### config.mk
export PLATFORM = sky130hd
export DESIGN_NAME = vmul_commit
export DESIGN_NICKNAME = d
export VERILOG_FILES = /design/src/verilog/rvv_pkg.sv /design/src/verilog/vmul_pkg.sv /design/src/verilog/vmul_commit.sv
export VERILOG_INCLUDE_DIRS = /design/src /design/src/verilog
export SDC_FILE = /design/constraint.sdc
export NUM_CORES = 1
export LEC_CHECK = 0
export BUFFER_PORTS_ARGS = -buffer_cell sky130_fd_sc_hd__buf_2
export CELL_PAD_IN_SITES_DETAIL_PLACEMENT = 0
export CELL_PAD_IN_SITES_GLOBAL_PLACEMENT = 1
export CORE_ASPECT_RATIO = 0.6
export CORE_MARGIN = 1.5
export CORE_UTILIZATION = 30
export CTS_BUF_LIST = sky130_fd_sc_hd__clkbuf_2
export CTS_CLUSTER_DIAMETER = 200
export CTS_CLUSTER_SIZE = 24
export DETAILED_ROUTE_END_ITERATION = 10
export PLACE_DENSITY = 0.71
export SYNTH_ARGS = -nofsm -noshare
export SYNTH_HDL_FRONTEND = slang
export SYNTH_SLANG_ARGS = --single-unit
### constraint.sdc
create_clock -name clk_i -period 9.3 [get_ports clk_i]
set_input_delay 0 -clock clk_i [delete_from_list [all_inputs] [get_ports clk_i]]
set_output_delay 0 -clock clk_i [all_outputs]
set_load 0.02 [all_outputs]
### src/verilog/vmul_cfg.svh
`ifndef VMUL_CFG_SVH
`define VMUL_CFG_SVH

// Queue depths
`define VINSN_QUEUE_DEPTH 4
`define RESULT_QUEUE_DEPTH 2

// Multiplier latency in cycles
`define MUL_PIPE_STAGES 2

// Datapath and addressing widths
`define ELEN 64
`define VL_WIDTH 8
`define NR_VINSN 8
`define VADDR_WIDTH 8
`define VREG_WORDS 8

`endif
### src/verilog/rvv_pkg.sv
`include "vmul_cfg.svh"

package rvv_pkg;

  // Integer multiply operations handled by the unit
  typedef enum logic [1:0] {
    VMUL  = 2'd0,
    VMULH = 2'd1,
    VMACC = 2'd2
  } vmul_op_e;

  // Encoding is log2 of the element size in bytes
  typedef enum logic [1:0] {
    EW8  = 2'd0,
    EW16 = 2'd1,
    EW32 = 2'd2,
    EW64 = 2'd3
  } vew_e;

  // One data word seen as elements of each width
  typedef union packed {
    logic [`ELEN/8-1:0][7:0]   w8;
    logic [`ELEN/16-1:0][15:0] w16;
    logic [`ELEN/32-1:0][31:0] w32;
    logic [`ELEN/64-1:0][63:0] w64;
  } elem_word_u;

endpackage

### src/verilog/vmul_pkg.sv
`include "vmul_cfg.svh"

package vmul_pkg;

  import rvv_pkg::*;

  typedef logic [$clog2(`NR_VINSN)-1:0] vid_t;

  // Instruction as held in the instruction queue
  typedef struct packed {
    vmul_op_e              op;
    vew_e                  vsew;
    logic [`VL_WIDTH-1:0]  vl;
    logic [4:0]            vd;
    vid_t                  id;
    logic                  use_scalar;
    logic [`ELEN-1:0]      scalar_op;
  } vinsn_t;

  // One pending register file write
  typedef struct packed {
    vid_t                    id;
    logic [`VADDR_WIDTH-1:0] addr;
    logic [`ELEN-1:0]        wdata;
    logic [`ELEN/8-1:0]      be;
  } result_t;

endpackage

### src/verilog/vmul_commit.sv
`timescale 1ns/1ps
`include "vmul_cfg.svh"

module vmul_commit import vmul_pkg::*; (
  input  logic                    clk_i,
  input  logic                    rst_ni,
  input  vinsn_t                  proc_vinsn_i,
  input  logic                    proc_valid_i,
  input  vinsn_t                  commit_vinsn_i,
  input  logic                    commit_valid_i,
  input  logic                    res_valid_i,
  input  logic [`ELEN-1:0]        res_data_i,
  output logic                    res_ready_o,
  output logic                    process_done_o,
  output logic                    commit_done_o,
  output logic                    result_req_o,
  output vid_t                    result_id_o,
  output logic [`VADDR_WIDTH-1:0] result_addr_o,
  output logic [`ELEN-1:0]        result_wdata_o,
  output logic [`ELEN/8-1:0]      result_be_o,
  input  logic                    result_gnt_i,
  output logic [`NR_VINSN-1:0]    vinsn_done_o
);

  localparam int unsigned VLW        = `VL_WIDTH;
  localparam int unsigned AW         = `VADDR_WIDTH;
  localparam int unsigned WORD_BYTES = `ELEN / 8;
  localparam int unsigned WORD_SHIFT = $clog2(WORD_BYTES);
  localparam int unsigned RQ_DEPTH   = `RESULT_QUEUE_DEPTH;
  localparam int unsigned RQ_PNT_W   = (RQ_DEPTH > 1) ? $clog2(RQ_DEPTH) : 1;
  localparam int unsigned RQ_CNT_W   = $clog2(RQ_DEPTH + 1);

  result_t               rq_q [RQ_DEPTH];
  result_t               entry;
  logic [RQ_PNT_W-1:0]   wr_pnt_q, rd_pnt_q;
  logic [RQ_CNT_W-1:0]   rq_cnt_q;
  logic                  push, pop;

  logic [VLW-1:0]        proc_cnt_q, proc_remaining, proc_epw, proc_live, word_idx;
  logic [WORD_SHIFT:0]   live_bytes;
  logic                  proc_last;

  logic [VLW-1:0]        commit_cnt_q, commit_remaining, commit_epw;
  logic                  commit_busy_q;
  logic                  commit_last;

  function automatic logic [RQ_PNT_W-1:0] next_pnt(input logic [RQ_PNT_W-1:0] pnt);
    return (pnt == RQ_PNT_W'(RQ_DEPTH - 1)) ? '0 : pnt + 1'b1;
  endfunction

  assign res_ready_o = (rq_cnt_q != RQ_CNT_W'(RQ_DEPTH));
  assign push        = res_valid_i && res_ready_o;

  // Processing side counts elements already written into the queue
  assign proc_epw       = VLW'(WORD_BYTES >> proc_vinsn_i.vsew);
  assign proc_remaining = proc_vinsn_i.vl - proc_cnt_q;
  assign proc_last      = (proc_remaining <= proc_epw);
  assign proc_live      = proc_last ? proc_remaining : proc_epw;
  assign live_bytes     = (WORD_SHIFT + 1)'(proc_live << proc_vinsn_i.vsew);
  assign word_idx       = proc_cnt_q >> (WORD_SHIFT - proc_vinsn_i.vsew);
  assign process_done_o = push && proc_valid_i && proc_last;

  always_comb begin
    entry.id    = proc_vinsn_i.id;
    entry.addr  = AW'(proc_vinsn_i.vd * `VREG_WORDS) + AW'(word_idx);
    entry.wdata = res_data_i;
    // Only the live elements of a partial last word are written
    entry.be    = WORD_BYTES'((16'd1 << live_bytes) - 16'd1);
  end

  always_ff @(posedge clk_i) begin
    if (push) begin
      rq_q[wr_pnt_q] <= entry;
    end
  end

  assign result_req_o   = (rq_cnt_q != '0);
  assign result_id_o    = rq_q[rd_pnt_q].id;
  assign result_addr_o  = rq_q[rd_pnt_q].addr;
  assign result_wdata_o = rq_q[rd_pnt_q].wdata;
  assign result_be_o    = rq_q[rd_pnt_q].be;
  assign pop            = result_req_o && result_gnt_i;

  // Commit side counts down the elements still to be granted
  assign commit_epw       = VLW'(WORD_BYTES >> commit_vinsn_i.vsew);
  assign commit_remaining = commit_busy_q ? commit_cnt_q : commit_vinsn_i.vl;
  assign commit_last      = (commit_remaining <= commit_epw);
  assign commit_done_o    = pop && commit_valid_i && commit_last;
  assign vinsn_done_o     = commit_done_o ? (`NR_VINSN'(1) << commit_vinsn_i.id) : '0;

  always_ff @(posedge clk_i or negedge rst_ni) begin
    if (!rst_ni) begin
      wr_pnt_q      <= '0;
      rd_pnt_q      <= '0;
      rq_cnt_q      <= '0;
      proc_cnt_q    <= '0;
      commit_busy_q <= 1'b0;
      commit_cnt_q  <= '0;
    end else begin
      if (push) begin
        wr_pnt_q   <= next_pnt(wr_pnt_q);
        proc_cnt_q <= proc_last ? '0 : proc_cnt_q + proc_epw;
      end
      if (pop) begin
        rd_pnt_q      <= next_pnt(rd_pnt_q);
        commit_busy_q <= !commit_last;
        commit_cnt_q  <= commit_remaining - commit_epw;
      end
      rq_cnt_q <= rq_cnt_q + RQ_CNT_W'(push) - RQ_CNT_W'(pop);
    end
  end

endmodule

==> flow_metrics.env <==
export IMPL_rsz0062_at_grt="false"
export IMPL_syn_area_per_cell_um2=14.8
export IMPL_ir_drop_v=0.000111
export IMPL_power_density_mw_per_mm2=265
export IMPL_synth_top_area_share=0.580
export IMPL_drcViolationCount=0
export IMPL_crit_top_cell="ha_1"
export IMPL_ys_warn_count=0
export IMPL_root_buffer="clkbuf_2"
export IMPL_synthTopCellsByArea="edfxtp_1, mux2_2, dfrtp_1, ha_1, xnor2_1"
export IMPL_crit_path_start="proc_cnt_q[0]$_DFFE_PN0P_"
export IMPL_cts_max_level=4
export IMPL_required_ns=9.93
export IMPL_grt_pass1_wl_mm=33.0
export IMPL_syn_inst=580
export IMPL_max_cap_violations=0
export IMPL_min_path_type="in2reg"
export IMPL_drt_iter0_markers=262
export IMPL_hpwl_mm=13.2
export IMPL_ys_flop_type="edfxtp_1"
export IMPL_fin_crit_sh=0.521
export IMPL_fin_skew_ns=0.0326
export IMPL_clkTransAtPathRegs_ns=0.29
export IMPL_clk_path_buf_depth=2
export IMPL_fillers=2610
export IMPL_finalMaxSlewViolations=0
export IMPL_rr_endpoint="rq_q[1][6]$_DFFE_PP_"
export IMPL_run_status="complete, no violations"
export IMPL_gp_congestion=0.766
export IMPL_setup_viol=0
export IMPL_io_pins=335
export IMPL_reg2reg_from="proc_cnt_q[0]$_DFFE_PN0P_"
export IMPL_drt_pass1_iterations=4
export IMPL_worstMarginPinSlew_ns=1.12
export IMPL_grt_pass1_vias=6289
export IMPL_clk_latency_ns=0.77
export IMPL_worst_path_max_fanout=12
export IMPL_clock_fmax_mhz=206
export IMPL_yosysSeqAreaShare=0.641
export IMPL_cpMaxStageDelayCell="xor2_1"
export IMPL_track_usage=0.144
export IMPL_p_leak_nw=4.69
export IMPL_hold_viol_final=0
export IMPL_synthTopCellsByCount="edfxtp_1, mux2_2, inv_1, nand2_1, ha_1"
export IMPL_cpLargestDelayFamily="adder cells"
export IMPL_end_kind="flop"
export IMPL_antenna_cells=0
export IMPL_post_cts_buffers=0
export IMPL_cts_sinks=187
export IMPL_num_rows=47
export IMPL_routed_wirelength_mm=20.6
export IMPL_setup_tns_ns=0
export IMPL_tritoncts="yes"
export IMPL_path_class="reg2reg"
export IMPL_vias=6073
export IMPL_cp_cell_sequence="ha_1 > inv_1 > fa_1 > xor2_1 > ha_1 > o21ai_0 > a22oi_1 > a221oi_2 > o211ai_4 > nor3_2 > o211ai_1 > ha_1 > or4_1 > o21ai_1"
export IMPL_numPortBuffers=195
export IMPL_fin_crit_ns=4.85
export IMPL_synth_net_count=851
export IMPL_numCtsBuffers=17
export IMPL_die_y_um=134
export IMPL_wl_per_cell_um=15.4
export IMPL_grt_max_degree=67
export IMPL_fin_nets=1226
export IMPL_cp_endpoint="rq_q[1][6]$_DFFE_PP_"
export IMPL_coreArea_mm2=0.0279
export IMPL_die_area_mm2=0.0297
export IMPL_max_stage_delay_ns=0.78
export IMPL_netlist_area_mm2=0.00859
export IMPL_pre_cts_ws_ns=4.57
export IMPL_synth_edf_count=166
export IMPL_cp_start_kind="flop"
export IMPL_post_synth_top_count_cell="edfxtp_1"
export IMPL_grt_ovfl_total=0
export IMPL_crit_buf_inv=1
export IMPL_ys_ff_latch=187
export IMPL_rr_worst_depth=14
export IMPL_syn2layout_area_growth_pct=39.9
export IMPL_layout_drive_gt1_share=0.343
export IMPL_via_per_inst=4.55
export IMPL_start_util=0.308
export IMPL_fp_dieW_um=222
export IMPL_synth_distinct_cells=59
export IMPL_antenna_found_initial=0
export IMPL_regToRegSetupSlack_ns=4.45
export IMPL_ant_nets=0
export IMPL_relSlewSlack=0.250
export IMPL_synthArstFlopShare=0.112
export IMPL_crit_cells=14
export IMPL_timing_final_ws_setup_ns=4.45
export IMPL_synth_largest_area_cell="edfxtp_1"
export IMPL_arrival_ns=5.48
worst min-delay path: stages:
cell      delay, ns
buf_2          0.08
ha_1           0.13
a21o_1         0.11
or3_1          0.13
a221oi_2       0.08
o211ai_4       0.16
o21ai_1        0.13
power breakdown:
group | internal [mW] | switching, mW | leakage, nW
Combinational | 0.648 | 0.872 | 2.80
Clock | 0.0866 | 0.312 | 0.142
Sequential | 1.17 | 0.103 | 1.75
flip-flops by register name (all words and copies together) (netlist names):
signal and count:
rq_cnt_q 2, rq_q 166, rd_pnt_q 1, wr_pnt_q 1, proc_cnt_q 8, commit_busy_q 1, commit_cnt_q 8
worst min path at each step:
stage / start / endpoint / slack [ns] / cells past startpoint
after floorplan: rst_ni / commit_busy_q$_DFFE_PN0P_ / -0.30 / 0
after global placement: rst_ni / commit_cnt_q[3]$_DFFE_PN0P_ / 0.02 / 1
after detailed placement: rst_ni / commit_cnt_q[0]$_DFFE_PN0P_ / 0.02 / 1
after CTS: proc_vinsn_i[78] / rq_q[1][6]$_DFFE_PP_ / 0.01 / 7
after global routing: proc_vinsn_i[76] / rq_q[1][6]$_DFFE_PP_ / 0.07 / 7
final: proc_vinsn_i[76] / rq_q[0][6]$_DFFE_PP_ / 0.18 / 7
metal layers:
metal	GRT usage	vias to the layer above	routed length (µm)
met2	0.229	153	9410
met1	0.194	2949	9860
met4	0.0422	0	276
met5	0	-	0
li1	-	2957	-
met3	0.0394	14	1060
area by class of cell:
class                      instances  area [µm²]  area share
tap                              367         459      0.0382
inverter                          31         116     0.00968
clock buffer                      17        85.1     0.00708
clock inverter                    15         156      0.0130
multi-input combinational        341        2900       0.241
sequential                       187        5510       0.459
timing repair buffer             377        2790       0.232
through the flow:
step,util,cells,hold WS [ns],instance area [µm²],power [mW]
global placement,0.358,1124,0.0155,9990,2.68
detailed placement,0.358,1124,0.0158,9990,2.69
CTS,0.431,1335,0.0144,12000,3.23
finish,0.431,1335,0.181,12000,3.19
global route,0.431,1335,0.0743,12000,3.41
floorplan,-,580,-0.296,8590,2.29
repair_timing:
item,in CTS,in global routing
endpoints found under the hold margin,225,0
hold buffers,179,0
endpoints found under the setup margin,0,0
resized for setup,0,0
logic make-up (layout without fill, tap and decap cells):
group	Yosys count	in the layout	share of synthesized area
xor gates and xnor gates	22	22	0.0233
muxes	98	98	0.128
and+or+nand+nor	107	107	0.0696
buffers and inverters	52	440	0.0227
adders and majority gates	31	31	0.0486
AOI/OAI and AO/OA	83	83	0.0664
DFF	187	187	0.641
placed cells by master, fill, tap and decap left out, types with 7 or more instances in the layout:
master	n
a21o_1	7
a21oi_1	17
buf_2	195
clkbuf_2	17
dfrtp_1	20
dlygate4sd3_1	179
edfxtp_1	166
ha_1	27
inv_1	31
mux2_2	87
mux2i_1	10
nand2_1	29
nand2b_1	10
nor2_1	13
o21ai_0	20
xnor2_1	15
Power figures use the tool's default switching activity.
