==> src/verilog/vmul_cfg.svh <==
`ifndef VMUL_CFG_SVH
`define VMUL_CFG_SVH

// Queue depths
`define VINSN_QUEUE_DEPTH 4
`define RESULT_QUEUE_DEPTH 2

// Multiplier latency in cycles
`define MUL_PIPE_STAGES 2

// Datapath and addressing widths
`define ELEN 64
`define VL_WIDTH 8
`define NR_VINSN 8
`define VADDR_WIDTH 8
`define VREG_WORDS 8

`endif
==> src/verilog/rvv_pkg.sv <==
`include "vmul_cfg.svh"

package rvv_pkg;

  // Integer multiply operations handled by the unit
  typedef enum logic [1:0] {
    VMUL  = 2'd0,
    VMULH = 2'd1,
    VMACC = 2'd2
  } vmul_op_e;

  // Encoding is log2 of the element size in bytes
  typedef enum logic [1:0] {
    EW8  = 2'd0,
    EW16 = 2'd1,
    EW32 = 2'd2,
    EW64 = 2'd3
  } vew_e;

  // One data word seen as elements of each width
  typedef union packed {
    logic [`ELEN/8-1:0][7:0]   w8;
    logic [`ELEN/16-1:0][15:0] w16;
    logic [`ELEN/32-1:0][31:0] w32;
    logic [`ELEN/64-1:0][63:0] w64;
  } elem_word_u;

endpackage

==> src/verilog/vmul_pkg.sv <==
`include "vmul_cfg.svh"

package vmul_pkg;

  import rvv_pkg::*;

  typedef logic [$clog2(`NR_VINSN)-1:0] vid_t;

  // Instruction as held in the instruction queue
  typedef struct packed {
    vmul_op_e              op;
    vew_e                  vsew;
    logic [`VL_WIDTH-1:0]  vl;
    logic [4:0]            vd;
    vid_t                  id;
    logic                  use_scalar;
    logic [`ELEN-1:0]      scalar_op;
  } vinsn_t;

  // One pending register file write
  typedef struct packed {
    vid_t                    id;
    logic [`VADDR_WIDTH-1:0] addr;
    logic [`ELEN-1:0]        wdata;
    logic [`ELEN/8-1:0]      be;
  } result_t;

endpackage

==> src/verilog/vmul_vinsn_queue.sv <==
`timescale 1ns/1ps
`include "vmul_cfg.svh"

module vmul_vinsn_queue import vmul_pkg::*; (
  input  logic   clk_i,
  input  logic   rst_ni,
  input  vinsn_t vinsn_i,
  input  logic   vinsn_valid_i,
  output logic   vinsn_ready_o,
  input  logic   issue_done_i,
  input  logic   process_done_i,
  input  logic   commit_done_i,
  output vinsn_t issue_vinsn_o,
  output logic   issue_valid_o,
  output vinsn_t proc_vinsn_o,
  output logic   proc_valid_o,
  output vinsn_t commit_vinsn_o,
  output logic   commit_valid_o
);

  localparam int unsigned DEPTH = `VINSN_QUEUE_DEPTH;
  localparam int unsigned PNT_W = $clog2(DEPTH);
  localparam int unsigned CNT_W = $clog2(DEPTH + 1);

  vinsn_t             mem_q [DEPTH];
  logic [PNT_W-1:0]   accept_pnt_q, issue_pnt_q, proc_pnt_q, commit_pnt_q;
  logic [CNT_W-1:0]   issue_cnt_q, proc_cnt_q, commit_cnt_q;
  logic               accept;

  function automatic logic [PNT_W-1:0] next_pnt(input logic [PNT_W-1:0] pnt);
    return (pnt == PNT_W'(DEPTH - 1)) ? '0 : pnt + 1'b1;
  endfunction

  // A slot stays occupied until its instruction has committed
  assign vinsn_ready_o = (commit_cnt_q != CNT_W'(DEPTH));
  assign accept        = vinsn_valid_i && vinsn_ready_o;

  assign issue_vinsn_o  = mem_q[issue_pnt_q];
  assign issue_valid_o  = (issue_cnt_q != '0);
  assign proc_vinsn_o   = mem_q[proc_pnt_q];
  assign proc_valid_o   = (proc_cnt_q != '0);
  assign commit_vinsn_o = mem_q[commit_pnt_q];
  assign commit_valid_o = (commit_cnt_q != '0);

  always_ff @(posedge clk_i) begin
    if (accept) begin
      mem_q[accept_pnt_q] <= vinsn_i;
    end
  end

  always_ff @(posedge clk_i or negedge rst_ni) begin
    if (!rst_ni) begin
      accept_pnt_q <= '0;
      issue_pnt_q  <= '0;
      proc_pnt_q   <= '0;
      commit_pnt_q <= '0;
      issue_cnt_q  <= '0;
      proc_cnt_q   <= '0;
      commit_cnt_q <= '0;
    end else begin
      if (accept) accept_pnt_q <= next_pnt(accept_pnt_q);
      if (issue_done_i) issue_pnt_q <= next_pnt(issue_pnt_q);
      if (process_done_i) proc_pnt_q <= next_pnt(proc_pnt_q);
      if (commit_done_i) commit_pnt_q <= next_pnt(commit_pnt_q);
      // Every phase count goes up on accept and down when its phase ends
      issue_cnt_q  <= issue_cnt_q + CNT_W'(accept) - CNT_W'(issue_done_i);
      proc_cnt_q   <= proc_cnt_q + CNT_W'(accept) - CNT_W'(process_done_i);
      commit_cnt_q <= commit_cnt_q + CNT_W'(accept) - CNT_W'(commit_done_i);
    end
  end

endmodule

==> config.mk <==
export PLATFORM = sky130hd
export DESIGN_NAME = vmul_vinsn_queue
export DESIGN_NICKNAME = d
export VERILOG_FILES = /design/src/verilog/rvv_pkg.sv /design/src/verilog/vmul_pkg.sv /design/src/verilog/vmul_vinsn_queue.sv
export VERILOG_INCLUDE_DIRS = /design/src /design/src/verilog
export SDC_FILE = /design/constraint.sdc
export NUM_CORES = 1
export LEC_CHECK = 0
export ABC_AREA = 1
export BUFFER_PORTS_ARGS = -buffer_cell sky130_fd_sc_hd__buf_2
export CAP_MARGIN = 20
export CORE_MARGIN = 8
export CORE_UTILIZATION = 52
export CTS_CLUSTER_DIAMETER = 100
export DETAILED_ROUTE_END_ITERATION = 8
export PLACE_DENSITY_LB_ADDON = 0.15
export SYNTH_ARGS = -nofsm -noshare
export SYNTH_HDL_FRONTEND = slang
export SYNTH_SLANG_ARGS = --single-unit
==> constraint.sdc <==
create_clock -name clk_i -period 4.7 [get_ports clk_i]
set_clock_uncertainty 0.1 [all_clocks]
set_input_delay 1.175 -clock clk_i [delete_from_list [all_inputs] [get_ports clk_i]]
set_output_delay 1.175 -clock clk_i [all_outputs]
set_load 0.01 [all_outputs]
==> impl_results.html <==
<table>
<tr><th>Metric</th><th>Value</th></tr>
<tr><th colspan="2">Clock tree</th></tr>
<tr><td>Source-to-sink clock delay at the later pin of the worst-skew pair</td><td>0.54 ns</td></tr>
<tr><td>Post-cts resize count</td><td>0</td></tr>
<tr><td>Setup Buffers After CTS</td><td>0</td></tr>
<tr><td>CTS sink cnt</td><td>357</td></tr>
<tr><td>Clk Tree Root Cell</td><td>clkbuf_16</td></tr>
<tr><td>H-Tree Level Count</td><td>2</td></tr>
<tr><td>Hold-fix buffer count after cts</td><td>0</td></tr>
<tr><td>Clock-pin slew on the worst setup and hold paths</td><td>0.06 ns</td></tr>
<tr><td>Number of CTS-inserted buffers</td><td>39</td></tr>
<tr><td>Clock tree from TritonCTS</td><td>done</td></tr>
<tr><td>Maximum count of clock buffers along a single path</td><td>3</td></tr>
<tr><th colspan="2">Synth</th></tr>
<tr><td>Sequential element share of the synthesized area</td><td>0.525</td></tr>
<tr><td>Syn avg cell area</td><td>8.73 um^2</td></tr>
<tr><td>Yosys cell types</td><td>19</td></tr>
<tr><td>Synth top area share</td><td>0.504</td></tr>
<tr><td>Synth warnings</td><td>0</td></tr>
<tr><td>Post-synthesis instance total</td><td>2320</td></tr>
<tr><td>Cells taking the most area after synthesis</td><td>edfxtp_1 (50%), nand2_1 (19%), o211ai_1 (6.6%), o21ai_0 (6.4%), o211ai_2 (4.8%)</td></tr>
<tr><td>Library cell with the largest summed area after synthesis</td><td>edfxtp_1</td></tr>
<tr><td>Netlist area before placement</td><td>0.0202 mm^2</td></tr>
<tr><td>Number of flip-flops and latches in the synthesized netlist</td><td>357</td></tr>
<tr><td>Syn nets</td><td>2427</td></tr>
<tr><th colspan="2">Finish</th></tr>
<tr><td>Area taken by flip-flops and latches</td><td>0.0107 mm^2</td></tr>
<tr><td>Post-route cell area</td><td>0.0234 mm^2</td></tr>
<tr><td>Net count of the finished layout</td><td>2677</td></tr>
<tr><td>Filler Cells Inserted</td><td>3308</td></tr>
<tr><td>Leading cell types in the layout, fill and taps excluded</td><td>nand2_1 (1045), buf_2 (349), edfxtp_1 (340)</td></tr>
<tr><td>Final Util</td><td>0.607</td></tr>
<tr><td>Most common library cell in the layout ignoring fill and taps</td><td>nand2_1</td></tr>
<tr><td>Area occupied by multi-input gates</td><td>0.00787 mm^2</td></tr>
<tr><td>Fraction of final layout cells sized beyond drive strength 1</td><td>0.203</td></tr>
<tr><td>Layout overhead on the synthesized area</td><td>15.5%</td></tr>
<tr><th colspan="2">Floorplanning</th></tr>
<tr><td>Std-Cell Core Area</td><td>0.0386 mm^2</td></tr>
<tr><td>Number of I/O pins</td><td>350</td></tr>
<tr><td>Starting utilization of the core area</td><td>0.525</td></tr>
<tr><td>DIE AREA</td><td>0.0455 mm^2</td></tr>
<tr><td>Number of cell rows</td><td>72</td></tr>
<tr><td>Vertical extent of the die</td><td>213 um</td></tr>
<tr><td>Horizontal die dimension</td><td>213 um</td></tr>
<tr><th colspan="2">Timing</th></tr>
<tr><td>Ratio of final minimum period to clock period</td><td>0.860</td></tr>
<tr><td>Worst Tran Pin Value</td><td>0.942 ns</td></tr>
<tr><td>Least setup slack across all paths after layout</td><td>0.659 ns</td></tr>
<tr><td>Time the final worst path needs with I/O delays and setup</td><td>4.04 ns</td></tr>
<tr><td>Unrepaired setup endpoints after global routing</td><td>no</td></tr>
<tr><td>Final count of hold timing violations</td><td>0</td></tr>
<tr><td>Setup Total Neg Slack</td><td>0 ns</td></tr>
<tr><td>Final setup vio count</td><td>0</td></tr>
<tr><td>Worst hold margin</td><td>0.419 ns</td></tr>
<tr><td>Worst rel slew slack</td><td>0.370</td></tr>
<tr><td>Highest clock rate</td><td>0.247 GHz</td></tr>
<tr><td>Slew Limit Fails</td><td>0</td></tr>
<tr><th colspan="2">Placement</th></tr>
<tr><td>I/O Buffers</td><td>349</td></tr>
<tr><td>HPWL reported at the end of detailed placement</td><td>37.9 mm</td></tr>
<tr><td>Worst setup slack before clock tree synthesis</td><td>1.26 ns</td></tr>
<tr><td>Placed standard-cell area</td><td>0.0221 mm^2</td></tr>
<tr><td>Routability Congestion</td><td>0.846</td></tr>
<tr><th colspan="2">Global route</th></tr>
<tr><td>Maximum number of pins on one net before global-route repair</td><td>141</td></tr>
<tr><td>Aggregate global routing overflow</td><td>0</td></tr>
<tr><td>Initial antenna violation count</td><td>5</td></tr>
<tr><td>Overall routing resource usage</td><td>0.258</td></tr>
<tr><td>Via count of the first global-routing pass</td><td>16800</td></tr>
<tr><td>Wire length of the first global-routing pass</td><td>91.7 mm</td></tr>
<tr><th colspan="2">Route</th></tr>
<tr><td>Vias per std cell</td><td>5.62</td></tr>
<tr><td>Routed WL per cell</td><td>19.5 um</td></tr>
<tr><td>Antenna violation net count after detailed routing</td><td>0</td></tr>
<tr><td>DRT Pass-1 Iters</td><td>5</td></tr>
<tr><td>Number of remaining DRC errors</td><td>0</td></tr>
<tr><td>Total wirelength of the detailed-routed design</td><td>60.9 mm</td></tr>
<tr><td>Via count</td><td>17500</td></tr>
<tr><td>Initial drt markers</td><td>1572</td></tr>
<tr><th colspan="2">Status</th></tr>
<tr><td>Outcome</td><td>finished, final reports clean</td></tr>
<tr><th colspan="2">Setup path</th></tr>
<tr><td>Arrival time at the worst endpoint</td><td>2.77 ns</td></tr>
<tr><td>Critical-path maximum fanout</td><td>59</td></tr>
<tr><td>Kind of critical path</td><td>register to primary output</td></tr>
<tr><td>Reg-to-reg startpoint</td><td>commit_cnt_q[1]</td></tr>
<tr><td>Endpoint required time on the critical path</td><td>3.42 ns</td></tr>
<tr><td>Worst Setup End Kind</td><td>primary output</td></tr>
<tr><td>Type of origin of the critical path</td><td>register</td></tr>
<tr><td>Worst setup path startpoint</td><td>commit_pnt_q[1]</td></tr>
<tr><th colspan="2">Job</th></tr>
<tr><td>Maxcap violations</td><td>0</td></tr>
<tr><th colspan="2">Min path</th></tr>
<tr><td>Min-delay worst type</td><td>register to register</td></tr>
<tr><td>Launch point of the worst hold path</td><td>issue_cnt_q[0]</td></tr>
<tr><th colspan="2">Power and ir drop</th></tr>
<tr><td>Power density over cell area</td><td>746 mW/mm^2</td></tr>
<tr><td>Maximum resistive drop on vdd</td><td>0.522 mV</td></tr>
<tr><td>Leakage</td><td>10.5 nW</td></tr>
</table>
## logic make-up after synthesis
| kind of cell | Yosys count | share of synthesized area |
|---|---|---|
| buffers and inverters | 369 | 0.0877 |
| DFF | 357 | 0.525 |
| AOI/OAI and AO/OA | 519 | 0.179 |
| adders and majority gates | 16 | 0.0110 |
| and+or+nand+nor | 1059 | 0.197 |
## power breakdown
| part | leakage, nW | switching, W | internal [W] | total [W] |
|---|---|---|---|---|
| sequential | 3.31 | 0.000600 | 0.00422 | 0.00482 |
| combinational | 6.55 | 0.00645 | 0.00313 | 0.00958 |
| clock | 0.620 | 0.00121 | 0.00182 | 0.00303 |
## final cells by class
cell class / count / share of cell area
inverter: 198 / 0.0319
tap: 518 / 0.0277
timing repair buffer: 380 / 0.0937
antenna: 4 / 0.000428
clock buffer: 50 / 0.0457
sequential: 357 / 0.456
clock inverter: 21 / 0.00840
multi-input combinational: 1594 / 0.336
## registers in the layout, indices dropped and copies added, names as in the netlist
| register | cells |
|---|---|
| mem_q | 340 |
| commit_cnt_q | 3 |
| issue_cnt_q | 3 |
| proc_cnt_q | 3 |
| accept_pnt_q | 2 |
| commit_pnt_q | 2 |
| issue_pnt_q | 2 |
| proc_pnt_q | 2 |
## Yosys cell counts
cell type  instances
buf_6             33
o211ai_1         177
o211ai_2          78
nor2_1             7
or2_2              2
buf_2             84
clkbuf_1          42
nand3_1            5
inv_1            195
dfrtp_1           17
clkbuf_2           3
nand2_1         1045
fa_1               3
ha_1              13
o21ai_0          258
a21oi_1            6
buf_4              9
inv_2              3
edfxtp_1         340
## critical path: stages (launching register included)
cell and delay (ns):
dfrtp_4 0.76, clkinv_2 0.63, buf_12 0.42, nand2_1 0.11
nand2_1 0.06, buf_2 0.15
## layer usage
layer	global-route usage	vias up	part of all wire
met2	0.438	809	0.48
met4	0.106	8	0.033
met5	0	-	0.00084
met3	0.0518	146	0.089
met1	0.320	8279	0.39
li1	-	8300	-
## final timing paths
| path | to | slack, ns | cells past startpoint |
|---|---|---|---|
| hold reg to reg | issue_cnt_q[0] | 0.42 | 1 |
| setup / recovery | commit_vinsn_o[31] | 0.66 | 5 |
| min in group asynchronous | commit_cnt_q[2] | 0.47 | 1 |
| setup reg to reg | mem_q[1][40] | 2.07 | 5 |
| max in group asynchronous | proc_pnt_q[0] | 3.68 | 1 |
| hold / removal | issue_cnt_q[0] | 0.42 | 1 |
## stage by stage
step / cells / total power, W
3_3_place_gp: 3047 / 0.0142
2_1_floorplan: 2320 / 0.0110
6_report: 3122 / 0.0174
3_5_place_dp: 3047 / 0.0144
5_1_grt: 3118 / 0.0186
4_1_cts: 3118 / 0.0175
(Power assumes the default switching activity.)
