===== src/verilog/vmul_cfg.svh =====
`ifndef VMUL_CFG_SVH
`define VMUL_CFG_SVH

// Queue depths
`define VINSN_QUEUE_DEPTH 4
`define RESULT_QUEUE_DEPTH 2

// Multiplier latency in cycles
`define MUL_PIPE_STAGES 2

// Datapath and addressing widths
`define ELEN 64
`define VL_WIDTH 8
`define NR_VINSN 8
`define VADDR_WIDTH 8
`define VREG_WORDS 8

`endif

===== src/verilog/rvv_pkg.sv =====
`include "vmul_cfg.svh"

package rvv_pkg;

  // Integer multiply operations handled by the unit
  typedef enum logic [1:0] {
    VMUL  = 2'd0,
    VMULH = 2'd1,
    VMACC = 2'd2
  } vmul_op_e;

  // Encoding is log2 of the element size in bytes
  typedef enum logic [1:0] {
    EW8  = 2'd0,
    EW16 = 2'd1,
    EW32 = 2'd2,
    EW64 = 2'd3
  } vew_e;

  // One data word seen as elements of each width
  typedef union packed {
    logic [`ELEN/8-1:0][7:0]   w8;
    logic [`ELEN/16-1:0][15:0] w16;
    logic [`ELEN/32-1:0][31:0] w32;
    logic [`ELEN/64-1:0][63:0] w64;
  } elem_word_u;

endpackage


===== src/verilog/vmul_pkg.sv =====
`include "vmul_cfg.svh"

package vmul_pkg;

  import rvv_pkg::*;

  typedef logic [$clog2(`NR_VINSN)-1:0] vid_t;

  // Instruction as held in the instruction queue
  typedef struct packed {
    vmul_op_e              op;
    vew_e                  vsew;
    logic [`VL_WIDTH-1:0]  vl;
    logic [4:0]            vd;
    vid_t                  id;
    logic                  use_scalar;
    logic [`ELEN-1:0]      scalar_op;
  } vinsn_t;

  // One pending register file write
  typedef struct packed {
    vid_t                    id;
    logic [`VADDR_WIDTH-1:0] addr;
    logic [`ELEN-1:0]        wdata;
    logic [`ELEN/8-1:0]      be;
  } result_t;

endpackage


===== src/verilog/vmul_issue.sv =====
`timescale 1ns/1ps
`include "vmul_cfg.svh"

module vmul_issue import rvv_pkg::*; import vmul_pkg::*; (
  input  logic                  clk_i,
  input  logic                  rst_ni,
  input  vinsn_t                vinsn_i,
  input  logic                  vinsn_valid_i,
  input  logic [2:0][`ELEN-1:0] operand_i,
  input  logic [2:0]            operand_valid_i,
  output logic [2:0]            operand_ready_o,
  input  logic                  mul_ready_i,
  output logic                  mul_valid_o,
  output logic [`ELEN-1:0]      mul_op_a_o,
  output logic [`ELEN-1:0]      mul_op_b_o,
  output logic [`ELEN-1:0]      mul_op_c_o,
  output vmul_op_e              mul_op_o,
  output vew_e                  mul_vsew_o,
  output logic                  issue_done_o
);

  localparam int unsigned VLW        = `VL_WIDTH;
  localparam int unsigned WORD_BYTES = `ELEN / 8;

  elem_word_u        scalar_w;
  logic [2:0]        need;
  logic              fire;
  logic              last_word;
  logic              busy_q;
  logic [VLW-1:0]    cnt_q, remaining, elems_per_word;

  // vs1 unless scalar, vs2 always, vd only to accumulate
  assign need = {vinsn_i.op == VMACC, 1'b1, !vinsn_i.use_scalar};

  always_comb begin
    scalar_w = '0;
    case (vinsn_i.vsew)
      EW8:  for (int i = 0; i < `ELEN / 8; i++) scalar_w.w8[i] = vinsn_i.scalar_op[7:0];
      EW16: for (int i = 0; i < `ELEN / 16; i++) scalar_w.w16[i] = vinsn_i.scalar_op[15:0];
      EW32: for (int i = 0; i < `ELEN / 32; i++) scalar_w.w32[i] = vinsn_i.scalar_op[31:0];
      default: scalar_w.w64[0] = vinsn_i.scalar_op;
    endcase
  end

  assign mul_op_a_o = vinsn_i.use_scalar ? scalar_w : operand_i[0];
  assign mul_op_b_o = operand_i[1];
  assign mul_op_c_o = operand_i[2];
  assign mul_op_o   = vinsn_i.op;
  assign mul_vsew_o = vinsn_i.vsew;

  assign mul_valid_o     = vinsn_valid_i && (&(operand_valid_i | ~need));
  assign fire            = mul_valid_o && mul_ready_i;
  assign operand_ready_o = fire ? need : 3'b000;

  // A fresh instruction starts from its full vector length
  assign elems_per_word = VLW'(WORD_BYTES >> vinsn_i.vsew);
  assign remaining      = busy_q ? cnt_q : vinsn_i.vl;
  assign last_word      = (remaining <= elems_per_word);
  assign issue_done_o   = fire && last_word;

  always_ff @(posedge clk_i or negedge rst_ni) begin
    if (!rst_ni) begin
      busy_q <= 1'b0;
      cnt_q  <= '0;
    end else if (fire) begin
      busy_q <= !last_word;
      cnt_q  <= remaining - elems_per_word;
    end
  end

endmodule


===== config.mk =====
export PLATFORM = sky130hd
export DESIGN_NAME = vmul_issue
export DESIGN_NICKNAME = d
export VERILOG_FILES = /design/src/verilog/rvv_pkg.sv /design/src/verilog/vmul_pkg.sv /design/src/verilog/vmul_issue.sv
export VERILOG_INCLUDE_DIRS = /design/src /design/src/verilog
export SDC_FILE = /design/constraint.sdc
export NUM_CORES = 1
export LEC_CHECK = 0
export ABC_AREA = 1
export ABC_CLOCK_PERIOD_IN_PS = 5350
export BUFFER_PORTS_ARGS = -buffer_cell sky130_fd_sc_hd__buf_4
export CORE_AREA = 2 2 189 191
export CTS_BUF_LIST = sky130_fd_sc_hd__clkbuf_8 sky130_fd_sc_hd__clkbuf_16
export CTS_CLUSTER_SIZE = 16
export DETAILED_ROUTE_END_ITERATION = 16
export DIE_AREA = 0 0 191 193
export PLACE_DENSITY_LB_ADDON = 0.2
export SYNTH_ARGS = -nofsm -noshare
export SYNTH_HDL_FRONTEND = slang
export SYNTH_SLANG_ARGS = --single-unit

===== constraint.sdc =====
create_clock -name clk_i -period 5.35 [get_ports clk_i]
set_clock_uncertainty 0.1 [all_clocks]
set_input_delay 0.8025 -clock clk_i [delete_from_list [all_inputs] [get_ports clk_i]]
set_output_delay 0.8025 -clock clk_i [all_outputs]
set_load 0.01 [all_outputs]

==> impl_metrics.csv, run 1 <==
group,metric,value,unit
status,outcome,"completed",
timing,min_period,3.72,ns
worst_setup_path,end_kind,"output pin",
worst_setup_path,crit_fanout,12,
timing,setup_viol,0,
logic_synthesis,synth_ff_type,"dfrtp_1",
logic_synthesis,synth_common_cells,"nand2_1 (166), buf_4 (138), a21oi_1 (43)",
worst_setup_path,critPathRequiredTime,4.45,ns
timing,hold_ws,0.292,ns
power,p_total,0.940,mW
worst_setup_path,cp-start-kind,"input port",
detailed_routing,antenna_left,0,
floorplan,die_h,193,um
detailed_routing,wirelength,18.9,mm
logic_synthesis,synth_edf_count,0,
floorplan,start_util,9.07,%
final_layout,final_core_utilization,12.5,%
clocking,postCtsSetupRepairBufs,0,
floorplan,io_pins,485,
timing,worst_pin_slew,0.959,ns
logic_synthesis,synth_top_area_share,32.6,%
logic_synthesis,synth-warning-count,0,
timing,slew_headroom,36.0,%
run,max-cap-violations,0,
clocking,clkLatencyLatePin,0.23,ns
logic_synthesis,syn_nets,840,
clocking,cts_hold_buf,0,
detailed_routing,drc,0,
logic_synthesis,synth_seq_area_share,7.10,%
logic_synthesis,yosysMostFrequentCell,"nand2_1",
clocking,cts.sinks,9,
worst_hold_path,worstHoldPathType,"in -> async",
detailed_routing,first_pass_iters,4,
global_routing,globalRouteTotalUtil,9.78,%
logic_synthesis,ys_ff_latch,9,
final_layout,num-fill-cells,4148,
clocking,cts.clk_slew.worst_paths,0.04,ns
timing,rsz0062_at_grt,"no",
logic_synthesis,ys_types,29,
logic_synthesis,synthTopCellsByArea,"buf_4 (33%), nand2_1 (20%), dfrtp_1 (7.1%)",
clocking,numCtsBuffers,3,
detailed_routing,wire_per_inst,17.4,um
global_routing,grt_max_degree,51,
clocking,cts_buffer_depth,2,
floorplan,dieArea,0.0369,sq mm
timing,fmax,269,MHz
power,pwr-share-seq,13.7,%
place,post-dp-hpwl,15.0,mm
detailed_routing,drtIter0Drc,92,
floorplan,rows,69,
power,combPwrFrac,72.2,%
detailed_routing,vias_per_cell,3.38,
final_layout,syn_to_final_growth,38.2,%
clocking,cts_root_buffer,"clkbuf_16",
clocking,cts_resized,0,
logic_synthesis,synthArstFlopShare,100,%
timing,min_period_over_period,69.6,%
place,numPortBuffers,220,
worst_setup_path,worstPathArrival,2.82,ns
place,gp_congestion,0.702,
power,switching_share,48.3,%
detailed_routing,num_vias,3672,
global_routing,overflow,0,
power,power_density,214,mW/mm^2
timing,hold_viol_final,0,
logic_synthesis,postSynthAreaPerCell,5.76,sq um
power,p_int,0.486,mW
clocking,h-tree-depth,1,
global_routing,grt_pass1_vias,3801,
timing,maxSlewViolCount,0,
floorplan,die_w,191,um
logic_synthesis,synthCells,551,
final_layout,fin_nets,914,
timing,timing.setup.tns,0,ns
power,power.switching,0.454,mW
power,ir_worst_vdd,0.000111,V
power,power_leakage,2.21,nW
logic_synthesis,syn-cell-area,0.00317,sq mm
power,power_frac_clock,14.1,%
final_layout,drive_gt1_share,40.1,%
floorplan,core,0.0350,sq mm
clocking,tritoncts,"yes",
global_routing,antenna_found_initial,0,
global_routing,grt_pass1_wl,25.8,mm
logic_synthesis,synth_largest_area_cell,"buf_4",
worst_setup_path,critPathKind,"in -> out",
path summary, 6_finish.rpt:
kind / cells past startpoint / slack (ns) / start / endpoint
max: 11 / 1.63 / vinsn_i[82] / issue_done_o
min: 1 / 0.29 / rst_ni / cnt_q[1]
max reg2reg: 10 / 2.97 / busy_q / busy_q
min reg2reg: 2 / 0.37 / cnt_q[5] / cnt_q[5]
max in group asynchronous: 1 / 4.71 / rst_ni / cnt_q[4]
min in group clk_i: 2 / 0.37 / cnt_q[5] / cnt_q[5]
critical path: stages:
cell,delay (ns)
buf_4,0.29
inv_8,0.10
nor2_8,0.24
inv_1,0.14
fa_1,0.44
a21oi_1,0.30
inv_1,0.10
nand2_1,0.07
nand3_1,0.11
inv_1,0.08
buf_4,0.11
metrics by stage:
stage | std cells | area, sq um | worst slack, ns
after floorplan | 551 | 3170 | 2.15
after global placement | 1081 | 4300 | 1.50
after detailed placement | 1081 | 4300 | 1.49
after CTS | 1085 | 4380 | 1.49
after global routing | 1085 | 4380 | 1.39
final | 1087 | 4390 | 1.63
cells by family after synthesis:
logic type | after synthesis | share of synthesized area (%)
AO/OA/AOI/OAI | 113 | 18.4
XOR/XNOR | 1 | 0.276
adder cells (fa/ha/maj) | 5 | 2.21
buffers and inverters | 186 | 39.8
flip-flops | 9 | 7.10
multiplexers | 1 | 0.315
AND/OR/NAND/NOR | 236 | 31.9
layout by cell type (no fill, tap or decap):
cell type / instances
a31oi_1: 15
inv_1: 23
mux2i_1: 1
inv_4: 1
inv_2: 5
diode_2: 2
nand2_4: 1
nor2_8: 3
nand3_2: 4
nand3_1: 15
nand3b_1: 1
inv_8: 1
clkbuf_16: 3
nand4_1: 1
a21oi_1: 43
nor3_2: 1
fa_1: 1
inv_6: 1
nand2_2: 4
o21ai_0: 23
o21ai_1: 32
buf_4: 225
nor2_1: 39
dfrtp_1: 9
nand2_1: 166
nor2_2: 1
ha_1: 4
xnor2_1: 1
metal layers:
metal  GRT usage, %  up-vias  routed length [um]
met1           11.8     1643                7770
met2           17.3      190                9310
met3           2.06       56                1230
li1               -     1783                   -
met5              0        -                   0
met4           3.16        0                 557
power groups by stage:
| stage | sequential, mW | clock [mW] | combinational, mW |
|---|---|---|---|
| 6_report | 0.128 | 0.132 | 0.679 |
| 5_1_grt | 0.136 | 0.142 | 0.786 |
| 4_1_cts | 0.129 | 0.135 | 0.699 |
| 3_5_place_dp | 0.129 | 0 | 0.696 |
| 3_3_place_gp | 0.129 | 0 | 0.698 |
| 2_1_floorplan | 0.113 | 0 | 0.529 |
flip-flops by register name, summed over array words and instances, names as in the netlist:
signal,flops
cnt_q,8
busy_q,1
layout make-up:
type	count	area, sq um	share of cell area, %
well taps	461	577	13.1
diodes	2	5.00	0.114
clock inverters	1	3.75	0.0856
repair buffers	225	1690	38.5
flip-flops and latches	9	225	5.13
multi-input cells	356	1680	38.4
clock buffers	3	75.1	1.71
inverters	30	128	2.91
(Power assumes the default switching activity.)
==> inputs of run 2 (changes only) <==
- ABC_AREA: 1 -> 0
- ABC_CLOCK_PERIOD_IN_PS: 5350 -> 3720
- CORE_AREA: 2 2 189 191 -> 2 2 190 192
- DIE_AREA: 0 0 191 193 -> 0 0 192 194
- clock period: 5.35 -> 3.72 ns (I/O delays scaled with it)
==> run 2 against run 1 <==
Non-clock buffer count increased by 4. Combinational power grew 19%. Count of clock-buffer cells in the layout is the same. Die area rose by 1.0%. First-iteration DRC count grew 39%.
==> impl_metrics.csv, run 2 <==
group,metric,value,unit
status,outcome,"completed",
logic_synthesis,synthTopCellsByArea,"buf_4 (30%), mux2i_1 (15%), mux2_2 (7.0%)",
logic_synthesis,ys_types,44,
timing,hold_ws,0.0454,ns
timing,maxSlewViolCount,0,
power,pwr-share-seq,13.5,%
power,combPwrFrac,70.0,%
final_layout,diodes,0,
timing,min_period_over_period,87.9,%
detailed_routing,num_vias,3345,
logic_synthesis,synth_top_area_share,29.9,%
clocking,cts.sinks,9,
final_layout,stdcell_count,1016,
place,post-dp-hpwl,16.1,mm
worst_setup_path,rrSetupSlack,1.09,ns
place,numPortBuffers,220,
logic_synthesis,synth_common_cells,"buf_4 (135), mux2i_1 (50), a21oi_1 (35)",
global_routing,overflow,0,
clocking,cts.clk_slew.worst_paths,0.04,ns
place,dp_cells,1012,
logic_synthesis,ys_ff_latch,9,
place,gp_congestion,0.707,
power,power.switching,0.472,mW
floorplan,die_h,194,um
detailed_routing,first_pass_iters,4,
detailed_routing,antenna_left,0,
logic_synthesis,synth_xor_area_share,1.03,%
floorplan,start_util,9.63,%
logic_synthesis,synth-compound-area-share,14.6,%
worst_setup_path,reg2reg_depth,8,
worst_setup_path,end_kind,"output pin",
worst_setup_path,worstPathArrival,2.61,ns
final_layout,layout_common_cells,"buf_4 (229), mux2i_1 (50), a21oi_1 (35), nor2_1 (34), inv_1 (30)",
power,power_leakage,2.28,nW
global_routing,antenna_found_initial,0,
timing,slew_headroom,58.0,%
detailed_routing,wire_per_inst,18.4,um
worst_setup_path,crit_fanout,4,
floorplan,core,0.0352,sq mm
floorplan,io_pins,485,
floorplan,die_w,192,um
worst_setup_path,cp-start-kind,"register",
power,power_density,250,mW/mm^2
worst_setup_path,r2r_start,"busy_q",
detailed_routing,drtIter0Drc,128,
place,placed_cell_area,0.00457,sq mm
final_layout,num-fill-cells,4119,
timing,min_period,3.27,ns
timing,fmax,306,MHz
logic_synthesis,syn-cell-area,0.00339,sq mm
detailed_routing,vias_per_cell,3.29,
clocking,cts_resized,0,
power,p_int,0.687,mW
final_layout,drive_gt1_share,47.4,%
timing,setup_viol,0,
logic_synthesis,synthArstFlopShare,100,%
power,switching_share,40.8,%
logic_synthesis,synth_seq_area_share,6.64,%
power,p_total,1.16,mW
clocking,cts_hold_buf,0,
logic_synthesis,synth_largest_area_cell,"buf_4",
timing,setup_ws,0.449,ns
logic_synthesis,synthMuxAreaShare,21.7,%
floorplan,rows,69,
final_layout,top_regs,"cnt_q (8), busy_q (1)",
global_routing,grt_max_degree,55,
logic_synthesis,yosysMostFrequentCell,"buf_4",
detailed_routing,met2_wirelength,9.68,mm
logic_synthesis,synthCells,482,
final_layout,largest_reg_flops,8,
worst_setup_path,critPathKind,"reg -> out",
clocking,cts_root_buffer,"clkbuf_16",
detailed_routing,met1_length,6.69,mm
clocking,cts_buffer_depth,2,
run,max-cap-violations,0,
final_layout,final_area,0.00465,sq mm
timing,worst_pin_slew,0.631,ns
worst_setup_path,critPathRequiredTime,3.06,ns
logic_synthesis,synth-simple-area-share,17.7,%
logic_synthesis,synth_edf_count,0,
timing,hold_viol_final,0,
global_routing,grt_pass1_wl,25.0,mm
detailed_routing,drc,0,
timing,rsz0062_at_grt,"no",
power,ir_worst_vdd,0.000171,V
global_routing,grt_pass1_vias,3390,
logic_synthesis,synth-warning-count,0,
global_routing,globalRouteTotalUtil,9.42,%
clocking,numCtsBuffers,3,
timing,timing.setup.tns,0,ns
power,power_frac_clock,16.6,%
clocking,postCtsSetupRepairBufs,0,
final_layout,final_core_utilization,13.2,%
final_layout,fin_nets,845,
logic_synthesis,syn_nets,771,
clocking,h-tree-depth,1,
worst_setup_path,r2r-end,"cnt_q[5]",
clocking,tritoncts,"yes",
floorplan,dieArea,0.0372,sq mm
detailed_routing,wl_met3,1.83,mm
detailed_routing,wirelength,18.7,mm
worst_hold_path,worstHoldPathType,"in -> async",
logic_synthesis,postSynthAreaPerCell,7.03,sq um
logic_synthesis,synth_top_family_by_area,"buffers and inverters",
place,dp_slack,0.521,ns
detailed_routing,highest_layer,"met4",
final_layout,syn_to_final_growth,37.0,%
clocking,clkLatencyLatePin,0.24,ns
final_layout,final_common_cell,"buf_4",
logic_synthesis,synth_ff_type,"dfrtp_1",
logic_synthesis,synth-adder-area-share,2.07,%
final_layout,top_register,"cnt_q",
## run 2: cell count changes after synthesis, moves of 10 or more
cell      before  now
mux2i_1        1   50
clkbuf_1       7   19
nand2b_1       0   10
o21ai_1       32    0
mux2_2         0   21
nand3_1       15   26
nand2_1      166   27
a31oi_1       15    0
## run 2: per-layer routing
| metal | global-route usage, % | vias up |
|---|---|---|
| met1 | 10.0 | 1480 |
| li1 | - | 1626 |
| met3 | 3.38 | 56 |
| met2 | 17.2 | 183 |
| met4 | 2.80 | 0 |
| met5 | 0 | - |
## run 2: worst max-delay path: stages (launching register included)
cell	delay (ns)
dfrtp_1	0.44
mux2i_1	0.21
ha_1	0.21
inv_1	0.07
fa_1	0.40
a21o_2	0.24
a21oi_1	0.22
a41oi_1	0.08
nor3_1	0.32
buf_4	0.19
## run 2: logic make-up after synthesis
kind of cell               count (synthesis)
and+or+nand+nor                          122
DFF                                        9
adders and majority gates                  5
AOI/OAI and AO/OA                         82
buffers and inverters                    189
xor gates and xnor gates                   4
muxes                                     71
## run 2: power by group through the flow
stage | sequential, mW | combinational, mW | clock (mW)
after floorplan | 0.148 | 0.616 | 0
after global placement | 0.157 | 0.829 | 0
after detailed placement | 0.158 | 0.825 | 0
after CTS | 0.156 | 0.829 | 0.195
after global routing | 0.162 | 0.898 | 0.204
final | 0.156 | 0.811 | 0.192
## run 2: worst max-delay path by stage
stage                     cells after the start      endpoint   startpoint
final                                         9  issue_done_o       busy_q
after global routing                          9  issue_done_o       busy_q
after CTS                                     9  issue_done_o       busy_q
after detailed placement                     10  issue_done_o  vinsn_i[73]
after global placement                       10  issue_done_o  vinsn_i[73]
after floorplan                              12  issue_done_o  vinsn_i[81]
## run 2: cell type report
cell class | count | area (sq um) | share of cell area (%)
Clock buffer | 3 | 75.1 | 1.62
Sequential cell | 9 | 225 | 4.85
Clock inverter | 1 | 3.75 | 0.0808
Inverter | 29 | 109 | 2.34
Timing Repair Buffer | 229 | 1720 | 37.0
Tap cell | 461 | 577 | 12.4
Multi-Input combinational cell | 284 | 1940 | 41.7
==> inputs of run 3 (changes only) <==
- MAX_ROUTING_LAYER: default -> met4
==> run 3 against run 2 <==
Sequential share of layout area is the same. Fmax is 0.20% lower. Die area did not move. Cell count is the same. Global-route usage rose by 0.27 points. Register-to-register slack barely moved. Critical path depth is the same. Largest cell class unchanged. Worst setup slack lost 0.0065 ns. First-iteration DRC count fell by 2.3%.
==> impl_metrics.csv, run 3 (synthesis results as in run 2) <==
group,metric,value,unit
status,outcome,"completed",
power,combPwrFrac,70.0,%
worst_setup_path,crit_chain,"mux2i_1, ha_1, inv_1, fa_1, a21o_2, a21oi_1, a41oi_1, nor3_1, buf_4",
clocking,cts_root_buffer,"clkbuf_16",
timing,min_period,3.28,ns
global_routing,antenna_found_initial,0,
worst_setup_path,reg2reg_depth,8,
detailed_routing,vias_per_cell,3.32,
global_routing,overflow,0,
power,p_int,0.687,mW
final_layout,top_regs,"cnt_q (8), busy_q (1)",
timing,slew_headroom,57.6,%
worst_setup_path,r2r_start,"busy_q",
place,post-dp-hpwl,16.1,mm
clocking,numCtsBuffers,3,
floorplan,core,0.0352,sq mm
timing,hold_viol_final,0,
clocking,h-tree-depth,1,
global_routing,grt_pass1_wl,24.9,mm
clocking,clkLatencyLatePin,0.24,ns
worst_setup_path,critPathRequiredTime,3.06,ns
run,max-cap-violations,0,
power,pwr-share-seq,13.5,%
clocking,cts_buffer_depth,2,
clocking,cts_resized,0,
power,power_leakage,2.28,nW
final_layout,fin_nets,845,
worst_setup_path,worstPathArrival,2.62,ns
final_layout,drive_gt1_share,47.4,%
worst_setup_path,cp-start-kind,"register",
floorplan,die_w,192,um
timing,hold_ws,0.0429,ns
detailed_routing,first_pass_iters,4,
clocking,cts.clk_slew.worst_paths,0.04,ns
timing,min_period_over_period,88.1,%
timing,timing.setup.tns,0,ns
worst_setup_path,rrSetupSlack,1.08,ns
worst_hold_path,worstHoldPathType,"in -> async",
final_layout,num-fill-cells,4119,
worst_setup_path,end_kind,"output pin",
worst_setup_path,crit_path_top_delay_cell,"dfrtp_1",
clocking,cts_hold_buf,0,
worst_setup_path,critPathKind,"reg -> out",
timing,fmax,305,MHz
worst_setup_path,r2r-end,"cnt_q[5]",
floorplan,dieArea,0.0372,sq mm
power,p_total,1.16,mW
final_layout,top_register,"cnt_q",
power,power_density,249,mW/mm^2
timing,setup_viol,0,
floorplan,die_h,194,um
timing,maxSlewViolCount,0,
power,ir_worst_vdd,0.000171,V
final_layout,layout_common_cells,"buf_4 (229), mux2i_1 (50), a21oi_1 (35), nor2_1 (34), inv_1 (30)",
final_layout,syn_to_final_growth,37.0,%
global_routing,grt_max_degree,55,
floorplan,rows,69,
detailed_routing,num_vias,3372,
detailed_routing,antenna_left,0,
worst_setup_path,cpPeakStageDelay,0.44,ns
final_layout,final_common_cell,"buf_4",
global_routing,grt_pass1_vias,3403,
worst_setup_path,crit_fanout,4,
timing,rsz0062_at_grt,"no",
timing,worst_pin_slew,0.636,ns
clocking,postCtsSetupRepairBufs,0,
power,switching_share,40.7,%
power,power_frac_clock,16.6,%
clocking,tritoncts,"yes",
detailed_routing,wire_per_inst,18.4,um
final_layout,largest_reg_flops,8,
power,power.switching,0.471,mW
clocking,cts.sinks,9,
final_layout,diodes,0,
floorplan,start_util,9.63,%
detailed_routing,drtIter0Drc,125,
place,numPortBuffers,220,
floorplan,io_pins,485,
detailed_routing,wirelength,18.7,mm
place,gp_congestion,0.715,
detailed_routing,drc,0,
global_routing,globalRouteTotalUtil,9.69,%
[run 3: how the worst max path moves through the flow]
| stage | start | to | slack (ns) | cells past startpoint |
|---|---|---|---|---|
| after floorplan | vinsn_i[81] | issue_done_o | 0.17 | 12 |
| after global placement | vinsn_i[73] | issue_done_o | 0.56 | 10 |
| after detailed placement | vinsn_i[73] | issue_done_o | 0.52 | 10 |
| after CTS | busy_q | issue_done_o | 0.39 | 9 |
| after global routing | busy_q | issue_done_o | 0.33 | 9 |
| final | busy_q | issue_done_o | 0.44 | 9 |
[run 3: final cells by class]
| class | instances | area (sq um) | area share [%] |
|---|---|---|---|
| Clock inverter | 1 | 3.75 | 0.0808 |
| Tap cell | 461 | 577 | 12.4 |
| Multi-Input combinational cell | 284 | 1940 | 41.7 |
| Inverter | 29 | 109 | 2.34 |
| Timing Repair Buffer | 229 | 1720 | 37.0 |
| Sequential cell | 9 | 225 | 4.85 |
| Clock buffer | 3 | 75.1 | 1.62 |
[run 3: critical path, delay by kind of cell (launching register included)]
| family | cells | cell delay, ns |
|---|---|---|
| fa+ha+maj | 2 | 0.61 |
| buf+inv | 2 | 0.25 |
| compound gates | 3 | 0.54 |
| mux | 1 | 0.21 |
| flops | 1 | 0.44 |
| simple gates | 1 | 0.33 |
[run 3: layer usage]
layer | wire [um] | global-route usage, % | share of wire [%] | vias up
met3 | 1980 | 3.26 | 11 | 64
met5 | 0 | - | 0 | -
met4 | 514 | 2.80 | 2.8 | 0
li1 | - | - | - | 1627
met2 | 9670 | 17.2 | 52 | 180
met1 | 6530 | 10.1 | 35 | 1501
[run 3: per-stage QoR]
stage	instance area [sq um]	setup slack [ns]	instances	util (%)
2_1_floorplan	3390	0.174	482	-
3_3_place_gp	4570	0.560	1012	13.0
3_5_place_dp	4570	0.521	1012	13.0
4_1_cts	4650	0.391	1016	13.2
5_1_grt	4650	0.331	1016	13.2
6_report	4650	0.443	1016	13.2
[run 3: power groups by stage]
stage | Clock [mW] | Combinational, mW | Sequential (mW)
finish | 0.192 | 0.810 | 0.156
global route | 0.202 | 0.898 | 0.162
CTS | 0.195 | 0.829 | 0.156
detailed placement | 0 | 0.825 | 0.158
global placement | 0 | 0.829 | 0.157
floorplan | 0 | 0.616 | 0.148
